==> src/pkt_comm_pkg.sv <==
`default_nettype none

package pkt_comm_pkg;

	// ************************************************************
	// widths and protocol constants
	// ************************************************************
	localparam int ID_W = 16;
	localparam int LEN_W = 16;
	localparam int CFG_W = 32;
	localparam int APB_AW = 4;
	localparam int APB_DW = 32;

	localparam logic [7:0] PKT_VERSION = 8'd2;
	localparam logic [7:0] PKT_TYPE_WORD_LIST = 8'd1;
	localparam logic [7:0] PKT_TYPE_CMP_CONFIG = 8'd3;

	// version, type, id (2), length (2)
	localparam int HDR_LEN = 6;
	localparam int CMP_CFG_LEN = 4;

	// register map
	localparam logic [APB_AW-1:0] REG_CTRL = 4'h0;
	localparam logic [APB_AW-1:0] REG_STATUS = 4'h4;
	localparam logic [APB_AW-1:0] REG_CMP_CFG = 4'h8;
	localparam logic [APB_AW-1:0] REG_WORD_COUNT = 4'hC;

	// ************************************************************
	// structs
	// ************************************************************
	// sticky error flags, version in the top bit
	typedef struct packed {
		logic version;
		logic ptype;
		logic len;
		logic checksum;
		logic word;
	} err_bits_t;

	// one word buffer entry
	typedef struct packed {
		logic [7:0] chr;
		logic word_end;
		logic pkt_start;
		logic [ID_W-1:0] pkt_id;
	} word_char_t;

	typedef struct packed {
		logic [15:0] data;
		logic last;
	} out_beat_t;

	typedef struct packed {
		logic psel;
		logic penable;
		logic pwrite;
		logic [APB_AW-1:0] paddr;
		logic [APB_DW-1:0] pwdata;
	} apb_req_t;

	typedef struct packed {
		logic [APB_DW-1:0] prdata;
		logic pslverr;
	} apb_rsp_t;

endpackage

`default_nettype wire

==> src/apb_regs.sv <==
`timescale 1ns/10ps
`default_nettype none

module apb_regs import pkt_comm_pkg::*; (
	input wire logic CLK,
	input wire logic arst_n,
	input wire apb_req_t apb_req,
	output apb_rsp_t apb_rsp,
	output logic enable,
	input wire err_bits_t err_set,
	output logic err_clear,
	input wire logic cfg_valid,
	input wire logic [CFG_W-1:0] cfg_data,
	input wire logic word_done
);

	localparam int ERR_W = $bits(err_bits_t);

	err_bits_t status;
	err_bits_t status_nxt;
	logic [CFG_W-1:0] cmp_cfg;
	logic [APB_DW-1:0] word_count;

	logic access;
	logic addr_ok;
	logic read_only;
	logic slverr;
	logic wr_ok;
	logic [ERR_W-1:0] clr_mask;
	logic [APB_DW-1:0] rdata;

	// ************************************************************
	// address decode and read mux
	// ************************************************************
	assign access = apb_req.psel && apb_req.penable;

	always_comb begin
		addr_ok = 1'b1;
		read_only = 1'b0;
		rdata = '0;
		case (apb_req.paddr)
			REG_CTRL: rdata = {{(APB_DW - 1){1'b0}}, enable};
			REG_STATUS: rdata = {{(APB_DW - ERR_W){1'b0}}, status};
			REG_CMP_CFG: begin
				read_only = 1'b1;
				rdata = cmp_cfg;
			end
			REG_WORD_COUNT: begin
				read_only = 1'b1;
				rdata = word_count;
			end
			default: addr_ok = 1'b0;
		endcase
	end

	// unmapped address or write to a read-only register
	assign slverr = access && (!addr_ok || (apb_req.pwrite && read_only));
	assign wr_ok = access && apb_req.pwrite && !slverr;

	assign apb_rsp.pslverr = slverr;
	assign apb_rsp.prdata = (access && !apb_req.pwrite && addr_ok) ? rdata : '0;

	// write one to clear, a new error in the same cycle wins
	assign clr_mask = (wr_ok && apb_req.paddr == REG_STATUS) ? apb_req.pwdata[ERR_W-1:0] : '0;
	assign status_nxt = err_bits_t'((status & ~clr_mask) | err_set);

	// ************************************************************
	// registers
	// ************************************************************
	always_ff @(posedge CLK or negedge arst_n) begin
		if (!arst_n) begin
			enable <= 1'b0;
			status <= '0;
			err_clear <= 1'b0;
			cmp_cfg <= '0;
			word_count <= '0;
		end else begin
			if (wr_ok && apb_req.paddr == REG_CTRL)
				enable <= apb_req.pwdata[0];
			status <= status_nxt;
			// releases the parser once every flag is gone
			err_clear <= (status != '0) && (status_nxt == '0);
			if (cfg_valid)
				cmp_cfg <= cfg_data;
			if (word_done)
				word_count <= word_count + 1'b1;
		end
	end

endmodule

`default_nettype wire

==> src/pkt_comm_top.sv <==
`timescale 1ns/10ps
`default_nettype none

module pkt_comm_top import pkt_comm_pkg::*; #(
	parameter int PKT_MAX_LEN = 64,
	parameter int WORD_MAX_LEN = 8,
	parameter int BUF_DEPTH = 16
) (
	input wire logic CLK,
	input wire logic arst_n,
	input wire logic [7:0] in_data,
	input wire logic in_valid,
	output logic in_ready,
	output out_beat_t out_beat,
	output logic out_valid,
	input wire logic out_ready,
	input wire apb_req_t apb_req,
	output apb_rsp_t apb_rsp
);

	// parser to buffer
	word_char_t buf_entry;
	logic buf_push;
	logic buf_full;

	// buffer to emitter
	word_char_t buf_head;
	logic buf_empty;
	logic buf_pop;

	// register block side
	logic enable;
	logic err_clear;
	err_bits_t err_set;
	logic cfg_valid;
	logic [CFG_W-1:0] cfg_data;
	logic word_done;

	// ************************************************************
	// producer, buffer, consumer
	// ************************************************************
	pkt_header #(
		.PKT_MAX_LEN(PKT_MAX_LEN),
		.WORD_MAX_LEN(WORD_MAX_LEN)
	) u_header (
		.CLK(CLK), .arst_n(arst_n),
		.in_data(in_data), .in_valid(in_valid), .in_ready(in_ready),
		.enable(enable), .err_clear(err_clear),
		.buf_entry(buf_entry), .buf_push(buf_push), .buf_full(buf_full),
		.cfg_valid(cfg_valid), .cfg_data(cfg_data), .err_set(err_set)
	);

	word_buffer #(
		.BUF_DEPTH(BUF_DEPTH)
	) u_buffer (
		.CLK(CLK), .arst_n(arst_n),
		.push(buf_push), .din(buf_entry), .full(buf_full),
		.pop(buf_pop), .dout(buf_head), .empty(buf_empty)
	);

	word_emitter u_emitter (
		.CLK(CLK), .arst_n(arst_n),
		.head(buf_head), .empty(buf_empty), .pop(buf_pop),
		.out_beat(out_beat), .out_valid(out_valid), .out_ready(out_ready),
		.word_done(word_done)
	);

	// host register port
	apb_regs u_regs (
		.CLK(CLK), .arst_n(arst_n),
		.apb_req(apb_req), .apb_rsp(apb_rsp),
		.enable(enable), .err_set(err_set), .err_clear(err_clear),
		.cfg_valid(cfg_valid), .cfg_data(cfg_data), .word_done(word_done)
	);

endmodule

`default_nettype wire

==> src/pkt_header.sv <==
`timescale 1ns/10ps
`default_nettype none

module pkt_header import pkt_comm_pkg::*; #(
	parameter int PKT_MAX_LEN = 64,
	parameter int WORD_MAX_LEN = 8
) (
	input wire logic CLK,
	input wire logic arst_n,
	input wire logic [7:0] in_data,
	input wire logic in_valid,
	output logic in_ready,
	input wire logic enable,
	input wire logic err_clear,
	output word_char_t buf_entry,
	output logic buf_push,
	input wire logic buf_full,
	output logic cfg_valid,
	output logic [CFG_W-1:0] cfg_data,
	output err_bits_t err_set
);

	localparam int HC_W = $clog2(HDR_LEN);
	localparam int WL_W = $clog2(WORD_MAX_LEN + 1);

	typedef enum logic [1:0] {S_HDR, S_PAYLOAD, S_CSUM, S_HALT} state_t;

	state_t state;
	logic [HC_W-1:0] hdr_cnt;
	logic [7:0] hdr_ver;
	logic [7:0] hdr_type;
	logic [7:0] len_lo;
	logic [ID_W-1:0] pkt_id;
	logic [LEN_W-1:0] pay_cnt;
	logic is_wlist;
	logic [7:0] csum;
	logic [WL_W-1:0] word_len;
	logic first_entry;
	logic [CFG_W-1:0] cfg_stage;

	logic take;
	logic hdr_last;
	logic pay_last;
	logic is_zero;
	logic word_err;
	logic [LEN_W-1:0] pkt_len;
	err_bits_t hdr_err;
	err_bits_t err_now;

	// ************************************************************
	// input handshake and error detection
	// ************************************************************
	// payload of a word list waits for room in the buffer
	always_comb begin
		case (state)
			S_HDR, S_CSUM: in_ready = enable;
			S_PAYLOAD: in_ready = enable && !(is_wlist && buf_full);
			default: in_ready = 1'b0;
		endcase
	end

	assign take = in_valid && in_ready;
	assign hdr_last = (hdr_cnt == HC_W'(HDR_LEN - 1));
	assign pay_last = (pay_cnt == LEN_W'(1));
	assign is_zero = (in_data == 8'h00);
	// length high byte is on the bus during the last header byte
	assign pkt_len = {in_data, len_lo};

	// overlong word, or payload not closed by a zero byte
	assign word_err = is_wlist && !is_zero
		&& (word_len == WL_W'(WORD_MAX_LEN) || pay_last);

	always_comb begin
		hdr_err = '0;
		hdr_err.version = (hdr_ver != PKT_VERSION);
		hdr_err.ptype = (hdr_type != PKT_TYPE_WORD_LIST) && (hdr_type != PKT_TYPE_CMP_CONFIG);
		hdr_err.len = (pkt_len == '0) || (pkt_len > LEN_W'(PKT_MAX_LEN))
			|| (hdr_type == PKT_TYPE_CMP_CONFIG && pkt_len != LEN_W'(CMP_CFG_LEN));
	end

	always_comb begin
		err_now = '0;
		if (take) begin
			case (state)
				S_HDR: if (hdr_last) err_now = hdr_err;
				S_PAYLOAD: err_now.word = word_err;
				S_CSUM: err_now.checksum = (in_data != csum);
				default: err_now = '0;
			endcase
		end
	end

	// ************************************************************
	// control FSM
	// ************************************************************
	always_ff @(posedge CLK or negedge arst_n) begin
		if (!arst_n) begin
			state <= S_HDR;
			hdr_cnt <= '0;
			pay_cnt <= '0;
			is_wlist <= 1'b0;
			word_len <= '0;
			first_entry <= 1'b0;
			buf_push <= 1'b0;
			cfg_valid <= 1'b0;
			err_set <= '0;
		end else begin
			buf_push <= 1'b0;
			cfg_valid <= 1'b0;
			err_set <= err_now;
			case (state)
				S_HDR: if (take) begin
					if (!hdr_last) begin
						hdr_cnt <= hdr_cnt + 1'b1;
					end else begin
						hdr_cnt <= '0;
						is_wlist <= (hdr_type == PKT_TYPE_WORD_LIST);
						pay_cnt <= pkt_len;
						word_len <= '0;
						first_entry <= 1'b1;
						state <= (|hdr_err) ? S_HALT : S_PAYLOAD;
					end
				end
				S_PAYLOAD: if (take) begin
					pay_cnt <= pay_cnt - 1'b1;
					if (is_wlist) begin
						buf_push <= 1'b1;
						first_entry <= 1'b0;
						word_len <= (is_zero || word_err) ? '0 : word_len + 1'b1;
					end
					if (word_err)
						state <= S_HALT;
					else if (pay_last)
						state <= S_CSUM;
				end
				S_CSUM: if (take) begin
					if (in_data != csum) begin
						state <= S_HALT;
					end else begin
						// staged config is applied only now
						cfg_valid <= !is_wlist;
						state <= S_HDR;
					end
				end
				default: if (err_clear) state <= S_HDR;
			endcase
		end
	end

	// ************************************************************
	// header fields, checksum, staging and buffer entry
	// ************************************************************
	always_ff @(posedge CLK) begin
		if (take && state == S_HDR) begin
			case (hdr_cnt)
				HC_W'(0): hdr_ver <= in_data;
				HC_W'(1): hdr_type <= in_data;
				HC_W'(2): pkt_id[7:0] <= in_data;
				HC_W'(3): pkt_id[15:8] <= in_data;
				HC_W'(4): len_lo <= in_data;
				default: csum <= '0;
			endcase
		end
		if (take && state == S_PAYLOAD) begin
			csum <= csum + in_data;
			// config bytes arrive low byte first
			if (!is_wlist)
				cfg_stage <= {in_data, cfg_stage[CFG_W-1:8]};
			// a bad byte closes the open word in its place
			buf_entry.chr <= (is_zero || word_err) ? 8'h00 : in_data;
			buf_entry.word_end <= is_zero || word_err;
			buf_entry.pkt_start <= first_entry;
			buf_entry.pkt_id <= pkt_id;
		end
	end

	assign cfg_data = cfg_stage;

endmodule

`default_nettype wire

==> src/word_buffer.sv <==
`timescale 1ns/10ps
`default_nettype none

module word_buffer import pkt_comm_pkg::*; #(
	parameter int BUF_DEPTH = 16
) (
	input wire logic CLK,
	input wire logic arst_n,
	input wire logic push,
	input wire word_char_t din,
	output logic full,
	input wire logic pop,
	output word_char_t dout,
	output logic empty
);

	localparam int AW = $clog2(BUF_DEPTH);

	word_char_t mem [BUF_DEPTH];
	logic [AW:0] wr_ptr;
	logic [AW:0] rd_ptr;
	logic [AW:0] count;

	// pointers carry a wrap bit above the address
	assign count = wr_ptr - rd_ptr;
	assign empty = (wr_ptr == rd_ptr);

	// full one entry early
	// the parser's push lands a cycle after it saw room
	assign full = (count >= (AW + 1)'(BUF_DEPTH - 1));

	// head entry straight from the array
	assign dout = mem[rd_ptr[AW-1:0]];

	always_ff @(posedge CLK) begin
		if (push && count != (AW + 1)'(BUF_DEPTH))
			mem[wr_ptr[AW-1:0]] <= din;
	end

	always_ff @(posedge CLK or negedge arst_n) begin
		if (!arst_n) begin
			wr_ptr <= '0;
			rd_ptr <= '0;
		end else begin
			if (push && count != (AW + 1)'(BUF_DEPTH))
				wr_ptr <= wr_ptr + 1'b1;
			if (pop && !empty)
				rd_ptr <= rd_ptr + 1'b1;
		end
	end

endmodule

`default_nettype wire

==> src/word_emitter.sv <==
`timescale 1ns/10ps
`default_nettype none

module word_emitter import pkt_comm_pkg::*; (
	input wire logic CLK,
	input wire logic arst_n,
	input wire word_char_t head,
	input wire logic empty,
	output logic pop,
	output out_beat_t out_beat,
	output logic out_valid,
	input wire logic out_ready,
	output logic word_done
);

	typedef enum logic [1:0] {P_ID, P_IDX, P_CHR} phase_t;

	phase_t phase;
	phase_t nxt_phase;
	logic [ID_W-1:0] word_idx;
	logic [7:0] pend_lo;
	logic [7:0] pend_hi;
	logic have_hi;

	logic slot_free;
	logic load;
	logic take_lo;
	logic take_hi;
	logic nxt_have_hi;
	out_beat_t nxt_beat;

	// output register may take a new beat
	assign slot_free = !out_valid || out_ready;

	// ************************************************************
	// beat sequencing
	// ************************************************************
	// pkt_id beat, index beat, then character pairs low byte first
	always_comb begin
		pop = 1'b0;
		load = 1'b0;
		take_lo = 1'b0;
		take_hi = 1'b0;
		nxt_phase = phase;
		nxt_have_hi = have_hi;
		nxt_beat = '0;
		case (phase)
			P_ID: if (!empty && slot_free) begin
				load = 1'b1;
				nxt_beat.data = head.pkt_id;
				nxt_phase = P_IDX;
			end
			P_IDX: if (slot_free) begin
				load = 1'b1;
				pop = 1'b1;
				nxt_beat.data = word_idx;
				if (head.word_end) begin
					// empty word ends on its index beat
					nxt_beat.last = 1'b1;
					nxt_phase = P_ID;
				end else begin
					take_lo = 1'b1;
					nxt_phase = P_CHR;
				end
			end
			default: if (!empty) begin
				if (!have_hi) begin
					if (!head.word_end) begin
						pop = 1'b1;
						take_hi = 1'b1;
						nxt_have_hi = 1'b1;
					end else if (slot_free) begin
						// lone last character, padded with zero
						pop = 1'b1;
						load = 1'b1;
						nxt_beat.data = {8'h00, pend_lo};
						nxt_beat.last = 1'b1;
						nxt_phase = P_ID;
					end
				end else if (slot_free) begin
					// full pair, head tells if it was the last one
					pop = 1'b1;
					load = 1'b1;
					nxt_have_hi = 1'b0;
					nxt_beat.data = {pend_hi, pend_lo};
					if (head.word_end) begin
						nxt_beat.last = 1'b1;
						nxt_phase = P_ID;
					end else begin
						take_lo = 1'b1;
					end
				end
			end
		endcase
	end

	// ************************************************************
	// state and output register
	// ************************************************************
	always_ff @(posedge CLK or negedge arst_n) begin
		if (!arst_n) begin
			phase <= P_ID;
			have_hi <= 1'b0;
			word_idx <= '0;
			out_valid <= 1'b0;
		end else begin
			phase <= nxt_phase;
			have_hi <= nxt_have_hi;
			// index restarts at the first word of a packet
			if (phase == P_ID && load && head.pkt_start)
				word_idx <= '0;
			else if (load && nxt_beat.last)
				word_idx <= word_idx + 1'b1;
			if (load)
				out_valid <= 1'b1;
			else if (out_ready)
				out_valid <= 1'b0;
		end
	end

	// beat payload and character holding registers
	always_ff @(posedge CLK) begin
		if (load)
			out_beat <= nxt_beat;
		if (take_lo)
			pend_lo <= head.chr;
		if (take_hi)
			pend_hi <= head.chr;
	end

	assign word_done = out_valid && out_ready && out_beat.last;

endmodule

`default_nettype wire
==> config.mk <==
export PLATFORM = sky130hd
export DESIGN_NAME = pkt_comm_top
export DESIGN_NICKNAME = d
export VERILOG_FILES = /design/src/pkt_comm_pkg.sv /design/src/apb_regs.sv /design/src/pkt_comm_top.sv /design/src/pkt_header.sv /design/src/word_buffer.sv /design/src/word_emitter.sv
export SDC_FILE = /design/constraint.sdc
export NUM_CORES = 1
export LEC_CHECK = 0
export BUFFER_PORTS_ARGS = -buffer_cell sky130_fd_sc_hd__buf_4
export CAP_MARGIN = 40
export CELL_PAD_IN_SITES_DETAIL_PLACEMENT = 1
export CELL_PAD_IN_SITES_GLOBAL_PLACEMENT = 1
export CORE_MARGIN = 2
export CORE_UTILIZATION = 40
export CTS_CLUSTER_DIAMETER = 50
export DETAILED_ROUTE_END_ITERATION = 7
export GPL_ROUTABILITY_DRIVEN = 0
export PLACE_DENSITY = 0.65
export SKIP_CTS_REPAIR_TIMING = 1
export SLEW_MARGIN = 20
export SYNTH_ARGS = -nofsm -noshare
export SYNTH_HDL_FRONTEND = slang
export SYNTH_HIERARCHICAL = 1
export SYNTH_SLANG_ARGS = --single-unit
==> constraint.sdc <==
create_clock -name CLK -period 12.3 [get_ports CLK]
set_input_delay 2.46 -clock CLK [delete_from_list [all_inputs] [get_ports CLK]]
set_output_delay 2.46 -clock CLK [all_outputs]
set_load 0.01 [all_outputs]
==> results.yml, run 1 <==
final_layout:
  design_area_sq_um: 32980
  fin_cells: 2857
  final_core_util_pct: 47.26
  n_antenna_cell: 0
  area_delta_synth_final_pct: 17.40
  seq_area_sq_um: 20050
  nets: 1931
  nFillCells: 6721
  layout-drive-gt1-share_pct: 24.00
  multi_input_area_sq_um: 7636
power:
  p_sw_share_pct: 29.63
  internal-power_mw: 4.908
  p_switching_mw: 2.066
  power_frac_seq_pct: 40.9
  combPwrFrac_pct: 21.9
  p_total_mw: 6.974
  clkPwrFrac_pct: 37.2
  ir_worst_vdd_mv: 0.1208
  p_leak_nw: 11.69
  power_density_nw_per_um2: 211.4
worst_setup_path:
  worstPathCellList: "clkinv_1 -> buf_4 -> ha_1 -> a21o_1 -> a21oi_2 -> xnor2_2 -> nand2_1 -> a21bo_2 -> a21oi_1 -> buf_4"
  critical_path_arrival_ps: 3850
  cp_common_cell: "buf_4"
  path_max_fanout: 27
  critical_path_required_ps: 9840
  cp-startpoint: "u_buffer/rd_ptr[2]$_DFFE_PN0P_"
  cp-end-kind: "primary output"
  crit_type: "flop to primary output"
  r2r-start: "u_buffer/rd_ptr[2]$_DFFE_PN0P_"
  max_stage_delay_ps: 650
  worst_r2r_path_depth: 12
  cp-start-kind: "flop"
  cp_slowest_cell: "dfrtp_4"
grt:
  grt_overflow_total: 0
  busiest_layer: "met2"
  grt_pass1_vias: 16950
  grt_pass1_wl_um: 106200
  grtUsageMet3_pct: 3.123
  gr-usage-met1_pct: 25.31
  antenna_found_initial: 2
  grt_use_total_pct: 19.81
  grt_max_degree: 86
  grt_util_met2_pct: 35.00
routing:
  detail-route-antenna-nets: 0
  vias: 15680
  first_pass_iters: 7
  wl_um: 69310
  drt_iter0_markers: 1182
  wl_per_cell_um: 24.26
  drt-vias-per-instance: 5.489
  post-route-drc-count: 0
clock_tree:
  clock_sinks: 690
  clk_pin_slew_worst_paths_ps: 60
  htree_levels: 3
  insertion_delay_ps: 630
  root_buffer: "clkbuf_16"
  clock_path_buffers: 3
  tritoncts: "yes"
  cts-buffers-inserted: 84
logic_synthesis:
  synthCells: 1721
  synth_common_cells: "edfxtp_1 (555), nand2_1 (187), dfrtp_1 (135)"
  syn-cell-area_sq_um: 28100
  synthArstFlopShare_pct: 19.57
  ys_warn_count: 6
  yosys.area.top_type_share_pct: 59.32
  yosysTopAreaCell: "edfxtp_1"
  seq_area_frac_synth_pct: 71.34
  synth_most_common_cell: "edfxtp_1"
  synth.distinct_cells: 75
  synth_enable_flop_cells: 555
  synth_nets: 1801
  ys.flop_type: "edfxtp_1"
  synth_seq_cells: 690
  ys_top_cells_by_area: "edfxtp_1 (59%), dfrtp_1 (12%), mux4_2 (8.4%)"
  syn_area_per_cell_sq_um: 16.33
min_path:
  holdPathStages: 0
  min_path_type: "flop to flop"
  min_from: "u_header/pkt_id[11]$_DFFE_PP_"
sta:
  fin_ws_ps: 5988
  setup_viol: 0
  timing.final.crit_share_pct: 51.32
  whs_ps: 420.3
  hold_violations: 0
  worstMarginPinSlew_ps: 971.7
  fin_setup_tns_ps: 0
  rsz0062_at_grt: "false"
  clock.fmax_mhz: 158.4
  fin_worst_skew_ps: 20.92
  slew_headroom_pct: 35.22
  period_needed_ps: 6312
  slew_violations: 0
run:
  cap_violations: 0
placed_design:
  portBuffers: 75
  dp_slack_ps: 6100
  hpwl_um: 41980
  dpl-instance-area_sq_um: 29970
  placedCellCount: 2703
floorplanning:
  io-pin-count: 103
  core_area_sq_um: 69790
  fp.dieH_um: 269.0
  num_rows: 97
  initial_core_util_pct: 40.26
  die_w_um: 269.0
  dieArea_sq_um: 72370
outcome:
  run_status: "finished clean"
==> registers in the layout, summed over array words and instances (netlist names), 2 cells and up <==
register	cells
u_header/err_set	5
u_regs/word_count	32
u_emitter/word_idx	16
u_header/len_lo	8
u_header/hdr_cnt	3
u_header/pkt_id	16
u_header/hdr_ver	8
u_buffer/mem	416
u_buffer/wr_ptr	5
u_header/buf_entry	26
u_regs/status	5
u_regs/cmp_cfg	32
u_header/word_len	4
u_header/csum	8
u_buffer/rd_ptr	5
u_emitter/pend_hi	8
u_header/hdr_type	8
u_emitter/out_beat	17
u_emitter/phase	2
u_header/state	2
u_header/cfg_data	32
u_emitter/pend_lo	8
u_header/pay_cnt	16
==> kinds of logic after synthesis <==
| group | after synthesis | share of synthesized area (%) |
|---|---|---|
| DFF | 690 | 71.34 |
| adders and majority gates | 30 | 1.381 |
| xor gates and xnor gates | 49 | 1.608 |
| muxes | 151 | 10.24 |
| and+or+nand+nor | 481 | 8.492 |
| buffers and inverters | 116 | 1.870 |
| AOI/OAI and AO/OA | 204 | 5.068 |
==> placed cells by master (no fill, tap or decap), drive strengths merged, types with 5 or more instances in the layout <==
cell type / n
nor3: 27
nor2: 88
o22ai: 15
or3: 6
a31oi: 29
inv: 45
a22oi: 41
mux2i: 5
o21ai: 29
o211ai: 5
bufinv: 11
nand2: 187
a222oi: 6
o31ai: 14
nand3: 33
nor4: 16
edfxtp: 555
xor2: 14
nor2b: 14
mux2: 41
a21o: 8
nand2b: 12
clkbuf: 102
or4: 11
nor4b: 5
mux4: 105
clkinvlp: 8
buf: 121
xnor2: 35
dfrtp: 135
a21oi: 40
ha: 27
and3: 37
clkinv: 24
nand4: 23
==> power by group through the flow <==
stage	combinational, mW	clock [mW]	sequential, mW
CTS	1.55	2.64	2.86
global placement	1.50	0	2.89
finish	1.52	2.59	2.86
global route	1.67	2.72	2.88
detailed placement	1.54	0	2.90
floorplan	1.11	0	2.81
==> layout make-up <==
cell class	instances	share of cell area (%)
clock buffer	102	7.021
clock inverter	50	1.954
inverter	38	0.4324
multi-input combinational	915	23.15
sequential	690	60.80
tap	940	3.566
timing repair buffer	122	3.080
==> metal layers <==
| layer | share of wire [%] | vias up |
|---|---|---|
| met5 | 0 | - |
| met4 | 2.1 | 0 |
| met3 | 4.8 | 109 |
| met2 | 52 | 350 |
| met1 | 42 | 8270 |
| li1 | - | 6954 |
==> worst paths after layout <==
| check | end | slack [ps] |
|---|---|---|
| setup / recovery | in_ready | 5990 |
| max in group asynchronous | u_regs/cmp_cfg[18]$_DFFE_PN0P_ | 9030 |
| hold reg to reg | u_header/buf_entry[11]$_DFFE_PP_ | 420 |
| setup reg to reg | u_header/buf_entry[12]$_DFFE_PP_ | 7510 |
| hold / removal | u_header/buf_entry[11]$_DFFE_PP_ | 420 |
| min in group asynchronous | u_emitter/word_idx[12]$_DFFE_PN0P_ | 1680 |
==> worst max-delay path, delay by kind of cell, from the launching register on <==
family,cells,cell delay (ps)
AO/OA/AOI/OAI,4,750
XOR/XNOR,1,510
adder cells (fa/ha/maj),1,420
buffers and inverters,3,560
flip-flops,1,650
AND/OR/NAND/NOR,1,300
(Power assumes the default switching activity.)
==> run 2: changes to the inputs <==
Settings changed: ABC_AREA set to 1, PLACE_DENSITY 0.65 to 0.7.
Clock period 12.3 ns to 5.7 ns, I/O delays scaled along.
==> results.yml, run 2 <==
outcome:
  run_status: "finished with violations"
  violations: "DRC"
worst_setup_path:
  cp-end-kind: "primary output"
  worstPathCellList: "ha_1 -> inv_1 -> fa_1 -> nand3_1 -> nand2_1 -> nand2_1 -> nand2_1 -> o21bai_1 -> inv_1 -> nand2_1 -> nand3_2 -> nand2_1 -> inv_1 -> buf_4"
  critical_path_required_ps: 4560
  cp_common_cell: "nand2_1"
  cp_slowest_cell: "dfrtp_4"
  crit_buf_inv: 4
  cp-start-kind: "flop"
  crit_type: "flop to primary output"
  path_delay_family: "flip-flops"
  max_stage_delay_ps: 850
  critical_path_arrival_ps: 3270
  path_max_fanout: 55
sta:
  fin_ws_ps: 1287
  fin_worst_skew_ps: 29.68
  slew_violations: 0
  slew_headroom_pct: 44.08
  clock.fmax_mhz: 226.6
  fin_setup_tns_ps: 0
  setup_viol: 0
  worstMarginPinSlew_ps: 838.8
  timing.final.crit_share_pct: 77.42
  hold_violations: 0
  period_needed_ps: 4413
  rsz0062_at_grt: "false"
final_layout:
  layout-drive-gt1-share_pct: 12.62
  final_common_cell: "edfxtp_1"
  area_delta_synth_final_pct: 15.47
  largest_reg_flops: 416
  final_cell_mix: "edfxtp_1 (555), nor2_1 (416), nand2_1 (413)"
  nFillCells: 7767
  nets: 2793
  n_antenna_cell: 0
grt:
  grt_max_degree: 119
  grt_pass1_wl_um: 128900
  grt_overflow_total: 0
  grt_pass1_vias: 21790
  antenna_found_initial: 2
  grt_use_total_pct: 22.45
logic_synthesis:
  yosys.area.top_type_share_pct: 56.43
  seq_area_frac_synth_pct: 67.87
  ys_top_cells_by_area: "edfxtp_1 (56%), dfrtp_1 (11%), nor2_1 (5.4%)"
  synth_most_common_cell: "edfxtp_1"
  synthCells: 2613
  synth.distinct_cells: 51
  syn-cell-area_sq_um: 29530
  syn_area_per_cell_sq_um: 11.30
  synth_enable_flop_cells: 555
  synthArstFlopShare_pct: 19.57
  synth_nets: 2693
  synth_seq_cells: 690
  yosysTopAreaCell: "edfxtp_1"
  synth_common_cells: "edfxtp_1 (555), nor2_1 (424), nand2_1 (413)"
  ys_warn_count: 6
  ys.flop_type: "edfxtp_1"
routing:
  vias: 20430
  post-route-drc-count: 2
  wl_per_cell_um: 22.51
  drt-vias-per-instance: 5.462
  wl_um: 84170
  first_pass_iters: 7
  detail-route-antenna-nets: 0
  drt_iter0_markers: 1709
placed_design:
  hpwl_um: 52850
  dp_slack_ps: 1639
  portBuffers: 75
clock_tree:
  tritoncts: "yes"
  clk_pin_slew_worst_paths_ps: 60
  root_buffer: "clkbuf_16"
  clock_path_buffers: 3
  cts-buffers-inserted: 82
  insertion_delay_ps: 640
  clock_sinks: 690
  htree_levels: 3
floorplanning:
  io-pin-count: 103
  num_rows: 99
  dieArea_sq_um: 76030
  initial_core_util_pct: 40.41
  core_area_sq_um: 73080
  die_w_um: 275.7
  fp.dieH_um: 275.7
run:
  cap_violations: 0
power:
  ir_worst_vdd_mv: 0.2335
  power_density_nw_per_um2: 464.1
  p_leak_nw: 12.37
min_path:
  min_path_type: "primary input to async pin"
run 2: changes by cell type after synthesis, sizes merged, moves of 37 or more:
cell / change
o211ai: +60
nor2: +365
nand3: +125
o22ai: +43
inv: +131
and3: -37
mux4: -105
a22oi: -41
nand2: +239
o21ai: +230
run 2: kinds of logic (layout without fill, tap and decap cells):
logic type / Yosys count / count (layout) / share of synthesized area, %
simple gates: 1097 / 1097 / 15.90
flops: 690 / 690 / 67.87
compound gates: 457 / 457 / 8.774
buf+inv: 280 / 448 / 4.169
xor+xnor: 33 / 33 / 0.9786
fa+ha+maj: 29 / 29 / 1.279
mux: 27 / 27 / 1.029
run 2: layer usage:
| layer | vias to the layer above | track usage [%] | wire length [um] |
|---|---|---|---|
| met1 | 10470 | 29.05 | 35710 |
| met5 | - | 0 | 0 |
| met2 | 472 | 38.03 | 41440 |
| li1 | 9343 | - | - |
| met4 | 0 | 8.390 | 3002 |
| met3 | 138 | 3.645 | 4011 |
run 2: path summary, 6_finish.rpt:
check                                                     from                          endpoint  slack (ps)  cells past startpoint
worst min register to register   u_header/pkt_id[13]$_DFFE_PP_  u_header/buf_entry[13]$_DFFE_PP_         420                      0
worst max-delay path            u_buffer/rd_ptr[0]$_DFFE_PN0P_                          in_ready        1290                     14
max in group asynchronous                               arst_n  u_header/pay_cnt[12]$_DFFE_PN0P_        4440                      2
worst min-delay path                                    arst_n    u_regs/cmp_cfg[22]$_DFFE_PN0P_         390                      1
worst max register to register  u_buffer/rd_ptr[0]$_DFFE_PN0P_    u_header/csum[1]$_SDFFCE_PN0P_        1630                     17
min in group CLK                 u_header/pkt_id[13]$_DFFE_PP_  u_header/buf_entry[13]$_DFFE_PP_         420                      0
run 2: metrics by stage:
| step | utilization (%) | hold WS [ps] | instance area [sq um] | cells | total power, mW |
|---|---|---|---|---|---|
| 2_1_floorplan | - | 400.3 | 29530 | 2613 | 9.038 |
| 3_3_place_gp | 42.56 | 402.9 | 31100 | 3576 | 10.27 |
| 3_5_place_dp | 42.85 | 408.0 | 31310 | 3585 | 10.60 |
| 4_1_cts | 46.57 | 381.1 | 34040 | 3737 | 15.90 |
| 5_1_grt | 46.66 | 394.9 | 34100 | 3740 | 16.59 |
| 6_report | 46.66 | 393.8 | 34100 | 3740 | 15.83 |
run 2: cell type report:
type                    count  area (sq um)  area share [%]
inverters                 172         653.1           1.915
repair buffers            124          1120           3.284
flip-flops and latches    690         20050           58.80
well taps                 959          1200           3.518
clock inverters            42         504.2           1.479
clock buffers             110          2220           6.509
multi-input cells        1643          8354           24.50
run 2: where the power goes:
part | leakage (nW) | total [mW] | internal (mW) | switching [mW]
registers | 6.80 | 6.27 | 5.86 | 0.405
clock network | 1.31 | 5.26 | 3.13 | 2.13
logic | 4.26 | 4.30 | 1.28 | 3.02
total | 12.4 | 15.8 | 10.3 | 5.56
==> run 3: changes to the inputs <==
Settings changed: ABC_AREA 1 to 0, PLACE_DENSITY 0.7 to 0.67.
Clock period 5.7 ns to 3.7 ns, I/O delays scaled along.
==> results.yml, run 3 (synthesis gave the netlist of run 1 again) <==
routing:
  drt-vias-per-instance: 5.438
  drt_iter0_markers: 1105
  wl_per_cell_um: 22.99
  first_pass_iters: 7
  vias: 15690
  post-route-drc-count: 0
  detail-route-antenna-nets: 0
  wl_um: 66320
sta:
  fin_setup_tns_ps: -16.86
  rsz0062_at_grt: "true"
  fin_worst_skew_ps: 20.94
  hold_violations: 0
  setup_viol: 1
  slew_violations: 0
  clock.fmax_mhz: 269.0
  period_needed_ps: 3717
  worstMarginPinSlew_ps: 875.7
  slew_headroom_pct: 41.53
  timing.final.crit_share_pct: 100.5
  fin_ws_ps: -16.86
  whs_ps: 361.6
power:
  ir_worst_vdd_mv: 0.3823
  p_leak_nw: 11.71
  power_density_nw_per_um2: 689.2
worst_setup_path:
  crit_buf_inv: 3
  worstPathCellList: "inv_2 -> ha_4 -> inv_2 -> fa_2 -> a21o_1 -> a21oi_4 -> xnor2_4 -> nand2_2 -> a21bo_4 -> a21oi_4 -> buf_6"
  cp_slowest_cell: "dfrtp_2"
  crit_type: "flop to primary output"
  cp-end-kind: "primary output"
  critical_path_arrival_ps: 2980
  worst_r2r_path_depth: 10
  cp.depth: 11
  critical_path_required_ps: 2960
  reg2reg_slack_ps: 300
  path_max_fanout: 5
  r2r-start: "u_buffer/rd_ptr[0]$_DFFE_PN0P_"
  cp-endpoint: "in_ready"
  cp-start-kind: "flop"
  cp-startpoint: "u_buffer/wr_ptr[0]$_DFFE_PN0P_"
  rr_endpoint: "u_emitter/word_idx[14]$_DFFE_PN0P_"
  max_stage_delay_ps: 450
  path_delay_family: "compound AO/OA/AOI/OAI gates"
outcome:
  run_status: "finished with violations"
  violations: "setup timing"
floorplanning:
  num_rows: 97
  initial_core_util_pct: 40.26
  core_area_sq_um: 69790
  die_w_um: 269.0
  dieArea_sq_um: 72370
  io-pin-count: 103
  fp.dieH_um: 269.0
grt:
  grt_overflow_total: 0
  antenna_found_initial: 0
  grt_pass1_wl_um: 102500
  grt_pass1_vias: 16900
  grt_use_total_pct: 18.77
  grt_max_degree: 79
final_layout:
  nFillCells: 6687
  fin_cells: 2885
  final_core_util_pct: 47.41
  layout-drive-gt1-share_pct: 24.73
  area_delta_synth_final_pct: 17.75
  final_common_cell: "edfxtp_1"
  nets: 1959
  n_antenna_cell: 0
  largest_reg_flops: 416
  final_cell_mix: "edfxtp_1 (555), nand2_1 (186), buf_4 (142)"
placed_design:
  portBuffers: 75
  hpwl_um: 41810
  placedCellCount: 2723
run:
  cap_violations: 0
clock_tree:
  htree_levels: 3
  tritoncts: "yes"
  cts-buffers-inserted: 79
  clock_path_buffers: 3
  root_buffer: "clkbuf_16"
  clk_pin_slew_worst_paths_ps: 60
  clock_sinks: 690
  insertion_delay_ps: 630
min_path:
  min_from: "apb_req[0]"
  min_path_type: "primary input to flop"
==> run 3: final cells by class <==
class / count / area, sq um / area share (%)
flip-flops and latches: 690 / 20050 / 60.62
multi-input cells: 915 / 7701 / 23.28
clock buffers: 102 / 2116 / 6.395
repair buffers: 155 / 1321 / 3.994
well taps: 940 / 1176 / 3.555
clock inverters: 45 / 570.5 / 1.725
inverters: 38 / 143.9 / 0.4349
==> run 3: stage by stage <==
step	worst slack, ps	power, mW	area [sq um]
final	-16.86	22.80	33080
after floorplan	23.08	13.06	28140
after global placement	248.0	14.66	30150
after global routing	-165.3	23.87	33080
after CTS	-452.4	22.88	32900
after detailed placement	98.57	14.85	30210
==> run 3: layer usage <==
metal	vias up	GRT usage (%)	wire length (um)	part of all wire, %
li1	7008	-	-	-
met1	8305	25.57	29450	44
met2	275	31.32	32950	50
met3	102	3.187	2515	3.8
met4	0	5.015	1404	2.1
met5	-	0	0	0
==> run 3: worst min path at each step <==
stage                     slack (ps)  cells past startpoint                                 end
final                            360                      2           u_regs/enable$_DFFE_PN0P_
after global routing             350                      2           u_regs/enable$_DFFE_PN0P_
after CTS                        140                      1  u_emitter/word_idx[11]$_DFFE_PN0P_
after detailed placement         410                      0     u_header/buf_entry[5]$_DFFE_PP_
after global placement           400                      0    u_header/buf_entry[15]$_DFFE_PP_
after floorplan                  400                      0     u_header/buf_entry[0]$_DFFE_PP_
==> run 3: where the power goes <==
group | leakage (nW) | switching (mW) | internal (mW)
Combinational | 3.56 | 3.16 | 2.32
Sequential | 6.86 | 0.426 | 8.92
Clock | 1.29 | 3.17 | 4.80
